File: src/logic/up_sys_pkg.sv
package up_sys_pkg;

	// ==============================
	// Datapath and memory geometry
	// ==============================
	localparam int DATA_W = 8;
	localparam int ADDR_W = 8;
	localparam int MEM_DEPTH = 256; // One byte per address.

	// ==============================
	// UART timing
	// ==============================
	localparam int CLKS_PER_BIT_DEF = 16; // Overridden from the top level.

	typedef logic [DATA_W-1:0] byte_t;
	typedef logic [ADDR_W-1:0] addr_t;

endpackage

File: src/logic/up_isa_pkg.sv
package up_isa_pkg;

	// Opcode lives in the high nibble of the first instruction byte.
	typedef enum logic [3:0] {
		HLT = 4'h0,
		LDI = 4'h1,
		LDA = 4'h2,
		STA = 4'h3,
		ADD = 4'h4,
		SUB = 4'h5,
		AND = 4'h6,
		OR  = 4'h7,
		XOR = 4'h8,
		JMP = 4'h9,
		JZ  = 4'hA,
		JNZ = 4'hB
	} opcode_t;

	localparam int OPC_HI = 7; // Low nibble of the opcode byte is ignored.
	localparam int OPC_LO = 4;

	// ==============================
	// Boot program
	// ==============================
	localparam int BOOT_LEN = 8;
	localparam up_sys_pkg::byte_t BOOT_VALUE = 8'h5A;
	localparam up_sys_pkg::addr_t BOOT_STORE_ADDR = 8'd80;

	localparam up_sys_pkg::byte_t BOOT_IMAGE [BOOT_LEN] = '{
		{LDI, 4'h0}, BOOT_VALUE,
		{STA, 4'h0}, BOOT_STORE_ADDR,
		{HLT, 4'h0}, 8'h00,
		8'h00, 8'h00
	};

endpackage

File: src/logic/up_mem_if.sv
interface up_mem_if;

	up_sys_pkg::addr_t addr;
	up_sys_pkg::byte_t wdata;
	logic we; // Single-cycle store strobe.
	up_sys_pkg::byte_t rdata;
	logic re; // High when a store may be issued.

	modport core (
		output addr, wdata, we,
		input rdata, re
	);

	modport mem (
		input addr, wdata, we,
		output rdata, re
	);

endinterface

File: src/logic/up_core.sv
module up_core (
	input logic clk,
	input logic nRst,

	input logic start,
	output logic halted,

	up_mem_if.core mem
);
	import up_sys_pkg::*;
	import up_isa_pkg::*;

	typedef enum logic [1:0] {
		S_HALT,
		S_FETCH_OP,
		S_FETCH_ARG,
		S_EXEC
	} state_t;

	state_t state;
	addr_t pc;
	byte_t acc;
	logic zero;
	opcode_t opcode;
	byte_t operand;

	byte_t alu_res;
	logic acc_load;
	logic store_go;

	assign halted = (state == S_HALT);

	// ==============================
	// Memory bus
	// ==============================
	// Fetches read at pc, execute reads the operand address.
	assign mem.addr = (state == S_EXEC) ? operand : pc;
	assign mem.wdata = acc;

	// A store fires only in a cycle where the memory allows it.
	assign store_go = (state == S_EXEC) && (opcode == STA) && mem.re;
	assign mem.we = store_go;

	// ==============================
	// Accumulator update
	// ==============================
	always_comb begin
		alu_res = acc;
		acc_load = 1'b1;
		case (opcode)
			LDI: alu_res = operand;
			LDA: alu_res = mem.rdata;
			ADD: alu_res = acc + mem.rdata;
			SUB: alu_res = acc - mem.rdata;
			AND: alu_res = acc & mem.rdata;
			OR: alu_res = acc | mem.rdata;
			XOR: alu_res = acc ^ mem.rdata;
			default: acc_load = 1'b0; // Stores, jumps and halts leave acc alone.
		endcase
	end

	// ==============================
	// Fetch / execute FSM
	// ==============================
	always_ff @(posedge clk or negedge nRst) begin
		if (!nRst) begin
			state <= S_FETCH_OP; // Boot image runs straight out of reset.
			pc <= '0;
			acc <= '0;
			zero <= 1'b1;
			opcode <= HLT;
			operand <= '0;
		end else begin
			case (state)
				S_HALT: begin
					if (start) begin
						state <= S_FETCH_OP;
						pc <= '0;
						acc <= '0;
						zero <= 1'b1;
					end
				end

				S_FETCH_OP: begin
					opcode <= opcode_t'(mem.rdata[OPC_HI:OPC_LO]);
					pc <= pc + addr_t'(1);
					state <= S_FETCH_ARG;
				end

				S_FETCH_ARG: begin
					operand <= mem.rdata;
					pc <= pc + addr_t'(1);
					state <= S_EXEC;
				end

				S_EXEC: begin
					if (acc_load) begin
						acc <= alu_res;
						zero <= (alu_res == '0);
					end
					state <= S_FETCH_OP;
					case (opcode)
						LDI, LDA, ADD, SUB, AND, OR, XOR: begin
						end
						STA: begin
							if (!store_go) begin
								state <= S_EXEC; // Wait here until re is high.
							end
						end
						JMP: pc <= operand;
						JZ: begin
							if (zero) begin
								pc <= operand;
							end
						end
						JNZ: begin
							if (!zero) begin
								pc <= operand;
							end
						end
						default: state <= S_HALT; // HLT and codes C to F.
					endcase
				end

				default: state <= S_HALT;
			endcase
		end
	end

endmodule

File: src/flat_wrapper.sv
// flat-port wrapper written by rule: the top's interface ports become plain ports
module up_core_flat import up_sys_pkg::*; import up_isa_pkg::*;
  (clk, nRst, start, halted, mem_addr, mem_wdata, mem_we, mem_rdata, mem_re);
  up_mem_if mem_i ();
  input logic clk;
  input logic nRst;
  input logic start;
  output logic halted;
  output wire logic [$bits(mem_i.addr)-1:0] mem_addr;
  output wire logic [$bits(mem_i.wdata)-1:0] mem_wdata;
  output wire logic [$bits(mem_i.we)-1:0] mem_we;
  input wire logic [$bits(mem_i.rdata)-1:0] mem_rdata;
  input wire logic [$bits(mem_i.re)-1:0] mem_re;
  assign mem_addr = mem_i.addr;
  assign mem_wdata = mem_i.wdata;
  assign mem_we = mem_i.we;
  assign mem_i.rdata = mem_rdata;
  assign mem_i.re = mem_re;
  up_core u_core (.clk(clk), .nRst(nRst), .start(start), .halted(halted), .mem(mem_i));
endmodule
File: config.mk
export PLATFORM = sky130hd
export DESIGN_NAME = up_core_flat
export DESIGN_NICKNAME = d
export VERILOG_FILES = /design/src/logic/up_sys_pkg.sv /design/src/logic/up_isa_pkg.sv /design/src/logic/up_mem_if.sv /design/src/logic/up_core.sv /design/src/flat_wrapper.sv
export SDC_FILE = /design/constraint.sdc
export NUM_CORES = 1
export LEC_CHECK = 0
export BUFFER_PORTS_ARGS = -buffer_cell sky130_fd_sc_hd__buf_4
export CORE_MARGIN = 5
export CORE_UTILIZATION = 46
export CTS_BUF_LIST = sky130_fd_sc_hd__clkbuf_4
export CTS_CLUSTER_SIZE = 16
export DETAILED_ROUTE_END_ITERATION = 8
export PLACE_DENSITY = 0.76
export SLEW_MARGIN = 20
export SYNTH_ARGS = -nofsm -noshare
export SYNTH_HDL_FRONTEND = slang
export SYNTH_SLANG_ARGS = --single-unit
File: constraint.sdc
create_clock -name clk -period 9.4 [get_ports clk]
set_clock_uncertainty 0.05 [all_clocks]
set_input_delay 1.88 -clock clk [delete_from_list [all_inputs] [get_ports clk]]
set_output_delay 1.88 -clock clk [all_outputs]
set_load 0.05 [all_outputs]
# After elaboration in Yosys (flattened, before gate mapping)
# Cells that the tools add are included.
[classes] n_addsub=3 n_eq_ne=19 muxes=17 bitwise_logic=3 reduce_logical=10
[ops] operator="$pmux 8 s7" count=1
[ops] operator="$pmux 8 s3" count=2
[ops] operator="$mux 8" count=5
[ops] operator="$eq 4x3->1 const B" count=4
[ops] operator="$eq 4x4->1 const B" count=4
[ops] operator="$pmux 8 s2" count=1
[ops] operator="$reduce_or 10->1" count=1
[ops] operator="$add 8x1->8 const B" count=1
[ops] operator="$add 8x8->8" count=1
[ops] operator="$and 8x8->8" count=1
[ops] operator="$eq 4x2->1 const B" count=2
[ops] operator="$logic_not 8->1" count=1
[ops] operator="$or 8x8->8" count=1
[ops] operator="$pmux 2 s4" count=1
[ops] operator="$sub 8x8->8" count=1
[ops] operator="$xor 8x8->8" count=1
[ops] operator="$reduce_or 7->1" count=1
[ops] operator="$eq 2x2->1 const B" count=2
[ops] operator="$eq 4x1->1 const B" count=1
[ops] operator="$mux 2" count=2
[ops] operator="$ne 4x4->1 const B" count=1
[ops] operator="$pmux 2 s2" count=1
[ops] operator="$reduce_and 4->1" count=1
[ops] operator="$mux 1" count=3
[ops] operator="11 further kinds" count=12
[word_totals] reg_bits=31 input_bits=12 elab_cells=58

# Depth between registers and ports, before layout
[logic_depth] ltp_word=6 depth_mapped=14 ltp_nobuf=13

# Worst setup path before layout
# Ideal clock, no wire load.
[synth_timing] kind="input to output" from="input port mem_re" to="output port mem_we" t_arrival_ns=3.439 required_ns=7.470 slack_ns=4.031 cell_stages=2 n_path_buf=0 cell_sequence="inv_1 nor4_1"
[synth_between] elab_chain_len=1
[synth_rtl] item="start: declaration" line="flat_wrapper.sv:13" text="input wire logic [$bits(mem_i.re)-1:0] mem_re;"
[synth_rtl] item="$logic_and 1x1->1" line="up_core.sv:41" text="assign store_go = (state == S_EXEC) && (opcode == STA) && mem.re;"
[synth_rtl] item="end: declaration" line="flat_wrapper.sv:11" text="output wire logic [$bits(mem_i.we)-1:0] mem_we;"
# No other way between the ends.

# Worst setup path in the final report
# Ends and elaborated chain as after synthesis.

==> flow_metrics.py <==
metrics = {
    "pwr": {
        "seq_power_share_pct": 25.3,
        "p_sw_share_pct": 55.31,
        "clkPwrFrac_pct": 6.2,
        "comb_power_share_pct": 68.5,
        "power_switching_uw": 690.1,
        "p_per_area_mw_per_mm2": 375.3,
        "ir_drop_mv": 0.1990,
        "p_leak_nw": 1.473,
        "p_int_uw": 557.6,
    },
    "cells_and_area": {
        "layout_common_cells": "nand2_1, o21ai_0, buf_4",
        "fin_cells": 458,
        "nets": 422,
        "final_common_cell": "nand2_1",
        "final_area_sq_mm": 0.003324,
        "regArea_sq_um": 778.2,
        "multi_input_area_sq_mm": 0.002067,
        "num-fill-cells": 601,
        "syn_to_final_growth_pct": 8.760,
        "layout-drive-gt1-share_pct": 18.37,
        "diodes": 0,
    },
    "logic_synthesis": {
        "synth_cell_type_count": 61,
        "synth_warnings": 0,
        "synth_ff_type": "dfrtp_1",
        "yosys.area.top_type": "dfrtp_1",
        "synth-edff-count": 0,
        "synth_cells": 364,
        "synth-seq-cells": 31,
        "avgSynthCellArea_sq_um": 8.397,
        "syn-num-nets": 406,
        "yosysTopAreaCellShare_pct": 23.74,
        "synth_area_sq_mm": 0.003057,
        "async_flop_share_pct": 100.0,
        "synth_area_leaders": "dfrtp_1, ha_1, mux2_2",
        "seq_area_frac_synth_pct": 25.46,
    },
    "critical_path": {
        "crit_required_ns": 7.47,
        "cp_max_fo": 2,
        "start_kind": "primary input",
        "critPathKind": "in -> out",
        "crit_arrival_ns": 2.54,
        "endpoint_kind": "output pin",
    },
    "cts": {
        "cts_hold_buffers": 0,
        "cts_buffers": 5,
        "path_clk_slew_ns": 0.11,
        "cts-root-buf": "clkbuf_4",
        "clk_latency_ns": 0.34,
        "cts_resized": 0,
        "postCtsSetupBuffers": 0,
        "htreeDepth": 2,
        "cts_tree": "built",
        "clkSinkCount": 31,
        "cts_buffer_depth": 2,
    },
    "route": {
        "route.vias.total": 2821,
        "drtIter0Drc": 305,
        "drt-total-wl_um": 8132,
        "firstDrtPassIters": 5,
        "routedWlPerCell_um": 17.76,
        "ant_nets": 0,
        "vias_per_cell": 6.159,
        "drc": 0,
    },
    "sta": {
        "min_period_over_period_pct": 47.57,
        "final-setup-viol-count": 0,
        "max-slew-margin-rel_pct": 38.10,
        "drv_slew": 0,
        "setup_tns_ns": 0,
        "max_freq_ghz": 0.2236,
        "period_minus_slack_ns": 4.472,
        "rsz0062_at_grt": "false",
        "hold_viol_final": 0,
        "worstMarginPinSlew_ns": 0.9284,
    },
    "global_route": {
        "overflow": 0,
        "grt_start_max_net_pins": 36,
        "antenna_found_initial": 0,
        "grt_pass1_vias": 2666,
        "grt_pass1_wl_um": 13300,
        "grt_usage_pct": 19.55,
    },
    "run_status": {
        "status": "finished, final reports clean",
    },
    "placed_design": {
        "dpl_cell_area_sq_mm": 0.003272,
        "dp.cells": 450,
        "gp_congestion": 0.9089,
        "hpwl_um": 6004,
        "io_buffers": 29,
    },
    "die": {
        "die_height_um": 91.52,
        "dieWidth_um": 91.52,
        "die_area_sq_mm": 0.008375,
        "start_util_pct": 47.59,
        "row_count": 29,
        "coreArea_sq_mm": 0.006422,
        "ios": 30,
    },
    "min_path": {
        "hold_class": "reg -> reg",
    },
    "run": {
        "maxCapViolations": 0,
    },
}
-- synth_stat cells, types with 3 or more instances --
| cell type | n |
|---|---|
| a21oi_1 | 15 |
| o22ai_1 | 4 |
| buf_4 | 5 |
| nor2_1 | 18 |
| nor4_1 | 4 |
| xor2_1 | 5 |
| a22o_1 | 4 |
| a22oi_1 | 15 |
| nor2b_1 | 7 |
| xnor2_1 | 15 |
| a2bb2oi_1 | 7 |
| nand2b_1 | 5 |
| dfrtp_1 | 29 |
| o21ai_1 | 7 |
| ha_1 | 29 |
| clkbuf_1 | 8 |
| nand2_1 | 40 |
| inv_1 | 25 |
| nand3_1 | 7 |
| buf_2 | 4 |
| a32oi_1 | 4 |
| o21ai_0 | 33 |
| a21o_1 | 3 |
| a31oi_1 | 4 |
| mux2_2 | 18 |
| buf_1 | 4 |
| o211ai_1 | 5 |
-- routing by layer --
layer / up-vias / share of wire, % / wire (um) / track usage [%]
li1: 1342 / - / - / -
met1: 1358 / 43 / 3516 / 25.62
met2: 103 / 48 / 3891 / 32.74
met3: 18 / 6.6 / 535 / 3.636
met4: 0 / 2.3 / 189 / 5.653
met5: - / 0 / 0 / 0
-- state kept, by name, indices dropped and copies added, names as in the netlist --
| register | count |
|---|---|
| u_core.state | 2 |
| u_core.mem.wdata | 8 |
| u_core.operand | 8 |
| u_core.pc | 8 |
| u_core.zero | 1 |
| u_core.opcode | 4 |
-- final cells by class --
cell class / count / share of cell area, %
clock inverters: 2 / 0.2258
well taps: 77 / 2.898
repair buffers: 31 / 7.000
clock buffers: 6 / 1.355
flip-flops and latches: 31 / 23.41
inverters: 26 / 2.936
multi-input cells: 285 / 62.18
-- power groups by stage --
stage,clock network [mW],logic (mW),registers (mW)
floorplan,0,0.681,0.281
global placement,0,0.833,0.312
detailed placement,0,0.844,0.315
CTS,0.0782,0.849,0.312
global route,0.0823,0.933,0.327
finish,0.0775,0.855,0.315
-- stage by stage --
step	power, mW	hold WS, ns	utilization [%]	worst slack [ns]
2_1_floorplan	0.9612	0.4349	-	4.031
3_3_place_gp	1.145	0.4561	50.94	4.724
3_5_place_dp	1.160	0.4676	50.94	4.659
4_1_cts	1.239	0.4934	51.76	4.923
5_1_grt	1.342	0.5392	51.76	4.754
6_report	1.248	0.4880	51.76	4.928
-- critical path, cell delays in order --
cell    delay, ns
buf_4        0.09
inv_1        0.03
nor4_1       0.29
buf_4        0.26
-- logic make-up (layout without fill, tap and decap cells) --
group	after synthesis	count (layout)	share of synthesized area (%)
AO/OA/AOI/OAI	118	118	26.20
AND/OR/NAND/NOR	96	96	15.51
adder cells (fa/ha/maj)	30	30	12.53
XOR/XNOR	20	20	5.731
multiplexers	21	21	7.654
flip-flops	31	31	25.46
buffers and inverters	48	65	6.918
-- path summary, 6_finish.rpt --
kind	start	endpoint	slack (ns)	cells after the start
max	mem_re	mem_we	4.93	4
min	u_core.pc[7]$_DFFE_PN0P_	u_core.pc[7]$_DFFE_PN0P_	0.49	2
max reg2reg	u_core.opcode[0]$_DFFE_PN0N_	u_core.zero$_DFFE_PN1P_	5.28	12
min reg2reg	u_core.pc[7]$_DFFE_PN0P_	u_core.pc[7]$_DFFE_PN0P_	0.49	2
max in group asynchronous	nRst	u_core.zero$_DFFE_PN1P_	7.55	1
min in group asynchronous	nRst	u_core.opcode[0]$_DFFE_PN0N_	1.42	1
No activity file was read; power rests on OpenSTA's default activity.
