File: config.mk
export PLATFORM = sky130hd
export DESIGN_NAME = uart_tx
export DESIGN_NICKNAME = d
export VERILOG_FILES = /design/src/logic/up_sys_pkg.sv /design/src/logic/uart_tx.sv
export SDC_FILE = /design/constraint.sdc
export NUM_CORES = 1
export LEC_CHECK = 0
export ABC_AREA = 1
export BUFFER_PORTS_ARGS = -buffer_cell sky130_fd_sc_hd__buf_2
export CORE_MARGIN = 8
export CORE_UTILIZATION = 59
export DETAILED_ROUTE_END_ITERATION = 7
export PLACE_DENSITY = 0.91
export SYNTH_ARGS = -nofsm -noshare
export SYNTH_HDL_FRONTEND = slang
export SYNTH_SLANG_ARGS = --single-unit
File: constraint.sdc
create_clock -name clk -period 2.3 [get_ports clk]
set_input_delay 0.46 -clock clk [delete_from_list [all_inputs] [get_ports clk]]
set_output_delay 0.46 -clock clk [all_outputs]
set_load 0.01 [all_outputs]
File: src/logic/up_sys_pkg.sv
package up_sys_pkg;

	// ==============================
	// Datapath and memory geometry
	// ==============================
	localparam int DATA_W = 8;
	localparam int ADDR_W = 8;
	localparam int MEM_DEPTH = 256; // One byte per address.

	// ==============================
	// UART timing
	// ==============================
	localparam int CLKS_PER_BIT_DEF = 16; // Overridden from the top level.

	typedef logic [DATA_W-1:0] byte_t;
	typedef logic [ADDR_W-1:0] addr_t;

endpackage

File: src/logic/uart_tx.sv
module uart_tx #(
	parameter int CLKS_PER_BIT = up_sys_pkg::CLKS_PER_BIT_DEF
) (
	input logic clk,
	input logic nRst,
	input logic transmit,
	input up_sys_pkg::byte_t data_tx,
	output logic busy_tx,
	output logic tx
);
	import up_sys_pkg::*;

	localparam int CNT_W = (CLKS_PER_BIT > 1) ? $clog2(CLKS_PER_BIT) : 1;

	typedef enum logic [1:0] {
		T_IDLE,
		T_START,
		T_DATA,
		T_STOP
	} tx_state_t;

	tx_state_t state;
	logic [CNT_W-1:0] clk_cnt;
	logic [2:0] bit_idx;
	byte_t shift_reg;
	logic bit_done;

	assign bit_done = (clk_cnt == CNT_W'(CLKS_PER_BIT - 1));

	// ==============================
	// Frame sequencer
	// ==============================
	always_ff @(posedge clk or negedge nRst) begin
		if (!nRst) begin
			state <= T_IDLE;
			clk_cnt <= '0;
			bit_idx <= '0;
			busy_tx <= 1'b0;
			tx <= 1'b1; // Line idles high.
		end else begin
			clk_cnt <= bit_done ? '0 : clk_cnt + 1'b1;
			case (state)
				T_IDLE: begin
					clk_cnt <= '0;
					if (transmit) begin
						state <= T_START;
						busy_tx <= 1'b1;
						tx <= 1'b0;
					end
				end
				T_START: begin
					if (bit_done) begin
						state <= T_DATA;
						bit_idx <= '0;
						tx <= shift_reg[0];
					end
				end
				T_DATA: begin
					if (bit_done) begin
						bit_idx <= bit_idx + 1'b1;
						tx <= shift_reg[1];
						if (bit_idx == 3'd7) begin
							state <= T_STOP;
							tx <= 1'b1;
						end
					end
				end
				default: begin
					if (bit_done) begin
						state <= T_IDLE;
						busy_tx <= 1'b0; // Stop bit fully sent.
					end
				end
			endcase
		end
	end

	// LSB goes out first, so the byte shifts right after each data bit.
	always_ff @(posedge clk) begin
		if (state == T_IDLE && transmit) begin
			shift_reg <= data_tx;
		end else if (state == T_DATA && bit_done) begin
			shift_reg <= shift_reg >> 1;
		end
	end

endmodule

* Word-level counts from Yosys, hierarchy flattened
Cells that the tools add are included.
** Operators by class
- Add/subtract/negate cells :: 2
- Equal/unequal tests :: 8
- Mux-type cells :: 21
- Bitwise logic cells :: 1
- Reductions and logical operators :: 12
** Operators with widths (count)
- $mux 8 :: 2
- $mux 2 :: 5
- $mux 4 :: 2
- $ne 2x2->1 const B :: 4
- $mux 1 :: 6
- $mux 3 :: 2
- $pmux 2 s3 :: 1
- $pmux 3 s2 :: 1
- $reduce_and 3->1 :: 2
- $reduce_bool 2->1 :: 3
- $reduce_and 5->1 :: 1
- $add 4x1->4 const B :: 1
- $eq 4x4->1 const B :: 1
- $reduce_and 4->1 :: 1
- $add 3x1->3 const B :: 1
- $eq 3x3->1 const B :: 1
- $pmux 1 s3 :: 1
- $reduce_bool 3->1 :: 1
- $eq 2x1->1 const B :: 1
- $eq 2x2->1 const B :: 1
- $logic_and 1x1->1 :: 2
- $logic_not 2->1 :: 1
- $pmux 1 s2 :: 1
- $reduce_or 2->1 :: 1
- $not 1->1 :: 1
** Word-level totals
- Bits in registers :: 19
- Input port bits :: 11
- Output and inout bits :: 2
- Logic and storage cells :: 50

* Depth between registers and ports, before layout
Gate-level depths: netlist of run 1.
- Depth after elaboration :: 4
- Mapped depth :: 9
- Depth with buffers taken out :: 9

* Least setup slack after synthesis of run 1
OpenSTA, ideal clock, no wires.
- Kind :: reg-to-reg
- Start point :: register state[0]
- End point :: register shift_reg[0] (data pin)
- Setup time :: 0.260 ns
- Arrival time :: 1.192 ns
- Data required time :: 2.040 ns
- Setup slack :: 0.848 ns
- Stages on the path, launching flop included :: 6
- Buffers on the path :: 1
- Period minus slack after synthesis :: 1.452 ns
- Path through :: dfrtp_1 -> inv_1 -> ha_1 -> nand2_2 -> buf_6 -> mux2_4
** On the way
- Longest elaborated chain between the ends :: 3
** Ends and longest elaborated chain
- start: declaration :: RTL line uart_tx.sv:22 : tx_state_t state;
- start signal: assignment :: RTL line uart_tx.sv:35 : state <= T_IDLE;
- start signal: assignment :: RTL line uart_tx.sv:46 : state <= T_START;
- start signal: assignment :: RTL line uart_tx.sv:53 : state <= T_DATA;
- $logic_not 2->1 :: RTL line uart_tx.sv:80 : if (state == T_IDLE && transmit) begin
- $logic_and 1x1->1 :: RTL line uart_tx.sv:80
- $mux 8 :: RTL line uart_tx.sv:80
- end signal: assignment :: RTL line uart_tx.sv:81 : shift_reg <= data_tx;
- end signal: assignment :: RTL line uart_tx.sv:83 : shift_reg <= shift_reg >> 1;
- end: declaration :: RTL line uart_tx.sv:25 : byte_t shift_reg;
No other way between the ends.
A chain may end at the register's enable or synchronous reset.

* Worst setup path in the final report of run 1
- Start point :: register state[0]
- End point :: register shift_reg[5] (enable)
** On the way
- Longest elaborated chain between the ends :: 3
- Elaborated cells between the ends (all ways) :: 5
- Those cells by class :: eq/ne: 1; reduce/logical: 4
** Ends and longest elaborated chain (RTL line)
- $eq 2x2->1 / $logic_not 2->1 (equally long branches) :: uart_tx.sv:82, uart_tx.sv:80
- $logic_and 1x1->1, on equally long branches :: uart_tx.sv:82, uart_tx.sv:80
- $reduce_bool 2->1 (no source line) (*)
Every way passes the cells marked *; elsewhere a longest branch is shown, timed or not.

==> key figures, run 1 <==
Critical path
  • Crit end category: flop
  • Worst reg2reg startpoint: state[0]
  • WP data arrival: 1.63 ns
  • Highest fanout seen on the critical path: 11
  • CP Class: flop to flop
  • CP Launch Type: flop
  • CP required: 2.28 ns
  • Crit. Startpoint: state[0]

Die
  • Die area: 3250 um2
  • Io pins: 13
  • Core ar.: 1650 um2
  • FP Rows: 15
  • Die W: 57.0 um
  • Initial Util: 60.1%
  • Die Height: 57.0 um

Yosys
  • Count of cell types in the netlist: 18
  • Syn_area_per_cell: 10.1 um2
  • Post-synthesis sequential area ratio: 52.1%
  • Mapped Cells: 98
  • Ys Warns: 0
  • #FFs+latches synth: 19
  • Post-Syn Area: 992 um2
  • Net Count, Synth: 116

Layout
  • Layout cell share with drive strength beyond 1: 23.9%
  • Final non-filler cell total: 130
  • Max reg flops: 8
  • Antenna diode count: 0
  • Post-layout util: 66.0%
  • Fin nets: 132
  • Commonest non-fill, non-tap cell in the layout: nand2_1
  • Synthesis-to-layout area growth: 9.84%
  • Fillers: 129
  • Commonest non-fill, non-tap cells in the layout: nand2_1 (26), inv_1 (13), buf_2 (12)

Clocking
  • # H-tree levels: 1
  • CTS Sinks: 19
  • CTS tree: done
  • Worst-path clk slew: 0.11 ns
  • Worst skew pair latency: 0.30 ns
  • Longest Clk Path Bufs: 2
  • Total setup buffers inserted after CTS: 0
  • CTS Root Cell: clkbuf_4
  • Cts bufs inserted: 3
  • Hold-fix buffers, CTS: 0
  • Post-CTS Resized: 0

Min path
  • HP Class: input port to asynchronous set/reset pin

Route
  • Post-route ant nets: 0
  • Starting DRC count in detailed routing: 15
  • Final Routed Wirelength: 1.70 mm
  • Wire length per cell: 13.1 um
  • Vias: 673
  • Router iterations before antenna repair: 4
  • Vias per cell: 5.18
  • DRC Markers: 0

Placement
  • IO buf count: 12
  • HPWL after DPL: 1.34 mm
  • DP Worst Slack: 0.642 ns
  • Placed Cells: 126
  • Gpl congestion: 0.802

Timing
  • Fin Hold WS: 0.00574 ns
  • Fin crit period: 1.65 ns
  • Final Setup Violations: 0
  • RSZ-0062 raised after global routing: no
  • Fin crit share: 71.8%
  • Final hold vios: 0
  • Slew @ Worst Pin: 0.319 ns
  • Clk_skew: 0.00279 ns
  • Fin. max-slew vios: 0
  • Final worst slack: 0.650 ns
  • Max Clk Rate: 0.606 GHz
  • Setup TNS: 0 ns
  • Slew margin rel.: 78.7%

Power and ir drop
  • Pwr/cell area: 1100 nW/um2
  • Leakage: 0.584 nW
  • VDD IR max: 0.731 mV

Global route
  • Antenna violations before repair: 0
  • Overall Global Routing Usage: 11.1%
  • Vias in the first global route: 682
  • Overflow after GRT: 0
  • First-pass GRT wire length: 2.94 mm
  • Largest net degree at the start of global routing: 12

Job
  • Number of max-cap violations: 0

Status
  • Outcome: complete, no violations
-- area by class of cell --
| class | instances | area, um2 | share of cell area, % |
|---|---|---|---|
| flip-flops and latches | 19 | 517 | 47.4 |
| multi-input cells | 65 | 415 | 38.1 |
| repair buffers | 12 | 60.1 | 5.51 |
| inverters | 13 | 48.8 | 4.48 |
| clock buffers | 3 | 22.5 | 2.07 |
| well taps | 17 | 21.3 | 1.95 |
| clock inverters | 1 | 5.00 | 0.459 |
-- path summary, 6_finish.rpt --
check                      cells past startpoint  slack (ns)      endpoint
max                                            4        0.65  shift_reg[5]
min                                            1       0.006    bit_idx[1]
max reg2reg                                    4        0.65  shift_reg[5]
min reg2reg                                    1        0.46    clk_cnt[0]
max in group asynchronous                      1        2.03            tx
min in group clk                               2        0.46  shift_reg[3]
-- routing by layer --
| metal | up-vias | wire length (um) | part of all wire, % | global-route usage, % |
|---|---|---|---|---|
| met1 | 312 | 781 | 46 | 13.9 |
| met2 | 15 | 816 | 48 | 17.2 |
| li1 | 344 | - | - | - |
| met5 | - | 0 | 0 | 0 |
| met3 | 2 | 83 | 4.9 | 3.55 |
| met4 | 0 | 18 | 1.1 | 4.03 |
-- critical path: stages (launching register included) --
cell,delay (ns)
dfrtp_1,0.42
inv_1,0.11
ha_1,0.26
nand2_2,0.22
nand2_1,0.33
-- cell usage after synthesis (all sizes together) --
master  number  share of area [%]
nand2       27                 10
inv         13                4.9
dfrtp       10                 25
nor2         9                3.4
edfxtp       8                 24
ha           7                8.8
mux2         7                 10
nand3        7                4.0
o21ai        4                2.0
a21oi        2                1.4
buf          1                1.1
dfstp        1                2.6
nand4        1               0.63
xor2         1               0.88
-- per-stage QoR --
| stage | cell area (um2) | total power [mW] |
|---|---|---|
| CTS | 1090 | 1.20 |
| floorplan | 992 | 0.924 |
| global route | 1090 | 1.29 |
| detailed placement | 1060 | 1.03 |
| finish | 1090 | 1.20 |
| global placement | 1060 | 1.00 |
-- power breakdown --
group / total, mW / switching, mW / internal, mW
sequential: 0.530 / 0.0583 / 0.471
clock: 0.166 / 0.101 / 0.0648
combinational: 0.503 / 0.296 / 0.207
-- cells by family (layout without fill, tap and decap cells) --
family | Yosys count | count (layout) | share of synthesized area [%]
xor+xnor | 1 | 1 | 0.883
mux | 7 | 7 | 10.2
flops | 19 | 19 | 52.1
buf+inv | 14 | 29 | 6.05
fa+ha+maj | 7 | 7 | 8.83
simple gates | 44 | 44 | 18.5
compound gates | 6 | 6 | 3.40
(Power assumes the default switching activity.)
==> run 2: changes to the inputs <==
CORE_UTILIZATION = 49   (was 59)
PLACE_DENSITY = 0.82   (was 0.91)
clock period = 1.5 ns   (was 2.3 ns; I/O delays follow)
==> run 2 against run 1 <==
Effect of this change: setup slack got worse by 0.57 ns; global-route usage increased by 0.89 points; largest power group is now combinational cells; clock-buffer cell count increased by 1; non-clock buffer count increased by 7; register-to-register slack got worse by 0.57 ns; utilization decreased by 5.2 points.
==> key figures, run 2 (synthesized netlist as in run 1, its figures left out) <==
Die
  • Die Height: 61 um
  • Core ar.: 1940 um2
  • FP Rows: 16
  • Io pins: 13
  • Initial Util: 51.1%
  • Die area: 3720 um2
  • Die W: 61 um

Timing
  • RSZ-0062 raised after global routing: no
  • Clk_skew: 0.0123 ns
  • Slew margin rel.: 83.1%
  • Fin crit period: 1.42 ns
  • Fin. max-slew vios: 0
  • Fin crit share: 94.4%
  • Final worst slack: 0.0839 ns
  • Slew @ Worst Pin: 0.253 ns
  • Max Clk Rate: 0.706 GHz
  • Fin Hold WS: 0.291 ns
  • Final Setup Violations: 0
  • Final hold vios: 0

Power and ir drop
  • Switching power: 0.759 mW
  • Leakage: 0.618 nW
  • Logic gate share of total power: 46.9%
  • Pwr/cell area: 1700 nW/um2
  • Clk pwr share: 13.1%
  • Sequential share of power: 40.0%
  • Power Internal: 1.25 mW
  • VDD IR max: 1.06 mV
  • Sw Ratio: 37.9%

Critical path
  • CP Launch Type: flop
  • Crit-path cells: inv_1, ha_2, nand2_4, mux2_4
  • CP Class: flop to flop
  • Max incr delay on CP: 0.40 ns
  • Crit end category: flop
  • Crit-path slowest cell: dfrtp_1
  • WP data arrival: 1.47 ns
  • Crit path buf inv count: 1
  • Highest fanout seen on the critical path: 11
  • CP top delay family: flip-flops
  • CP required: 1.55 ns
  • R2R setup slack: 0.08 ns

Route
  • Wire length per cell: 12.8 um
  • Starting DRC count in detailed routing: 25
  • Vias: 737
  • Final Routed Wirelength: 1.89 mm
  • DRC Markers: 0
  • Router iterations before antenna repair: 4
  • Vias per cell: 5.01
  • Post-route ant nets: 0

Clocking
  • CTS tree: done
  • Worst-path clk slew: 0.11 ns
  • CTS Sinks: 19
  • Longest Clk Path Bufs: 2
  • CTS Root Cell: clkbuf_4
  • Cts bufs inserted: 3
  • Worst skew pair latency: 0.30 ns
  • Total setup buffers inserted after CTS: 0
  • # H-tree levels: 1

Global route
  • Largest net degree at the start of global routing: 12
  • First-pass GRT wire length: 3.34 mm
  • Overflow after GRT: 0
  • Antenna violations before repair: 0
  • Vias in the first global route: 747
  • Overall Global Routing Usage: 11.9%

Layout
  • Commonest non-fill, non-tap cells in the layout: nand2_1 (23), inv_1 (13), buf_2 (12)
  • Design area: 1180 um2
  • Max reg flops: 8
  • Fillers: 163
  • Antenna diode count: 0
  • Fin nets: 139
  • Synthesis-to-layout area growth: 19.0%
  • Commonest non-fill, non-tap cell in the layout: nand2_1
  • Layout cell share with drive strength beyond 1: 30.8%

Status
  • Outcome: complete, no violations

Placement
  • Gpl congestion: 0.849
  • IO buf count: 12
  • HPWL after DPL: 1.43 mm
  • Placed instance area: 1120 um2
  • DP Worst Slack: -0.0267 ns

Min path
  • HP Class: input port to flop

Job
  • Number of max-cap violations: 0
-- run 2: changes by cell type in the layout (fill, tap and decap cells not counted), sizes merged --
cell / change
dlygate4sd3: +1
clkinv: -1
buf: +6
clkbuf: +1
-- run 2: worst reg2reg max path, stage by stage, from the launching register on --
cell,delay [ns]
dfrtp_1,0.40
inv_1,0.09
ha_2,0.22
nand2_4,0.13
mux2_4,0.33
-- run 2: layer usage --
layer  vias up  share of wire [%]  wire length, um  GRT usage (%)
li1        358                  -                -              -
met1       351                 42              789           14.2
met2        21                 50              947           19.0
met3         7                6.2              117           4.45
met4         0                1.7               32           4.65
met5         -                  0                0              0
-- run 2: worst paths after layout --
path | from | endpoint | cells past startpoint
max | state[0] | shift_reg[2] | 4
min | data_tx[7] | shift_reg[7] | 3
min in group asynchronous | nRst | clk_cnt[2] | 2
min reg2reg | clk_cnt[0] | clk_cnt[0] | 1
max in group asynchronous | nRst | tx | 2
max reg2reg | state[0] | shift_reg[2] | 4
-- run 2: power by group through the flow --
stage / Clock [mW] / Sequential (mW) / Combinational (mW)
5_1_grt: 0.283 / 0.817 / 1.06
4_1_cts: 0.260 / 0.802 / 0.888
6_report: 0.262 / 0.802 / 0.941
3_3_place_gp: 0 / 0.802 / 0.815
3_5_place_dp: 0 / 0.811 / 0.869
2_1_floorplan: 0 / 0.807 / 0.609
-- run 2: metrics by stage --
stage                     utilization (%)  TNS (ns)  cells  total power, mW
after detailed placement             57.7    -0.216    142             1.68
after CTS                            59.9         0    147             1.95
after global placement               57.7         0    142             1.62
final                                60.8         0    147             2.01
after global routing                 60.8         0    147             2.16
after floorplan                         -         0     98             1.42
-- run 2: repair_timing --
action,in CTS,in global routing
hold buffers,1,0
pin swaps,0,2
resized for setup,2,5
hold endpoints to repair,10,0
setup endpoints to repair,9,3
cloned,0,0
-- run 2: layout make-up --
class,count,area (um2),area share (%)
repair buffers,19,115,9.75
inverters,13,48.8,4.13
clock buffers,4,26.3,2.22
well taps,27,33.8,2.86
flip-flops and latches,19,517,43.8
multi-input cells,65,440,37.3
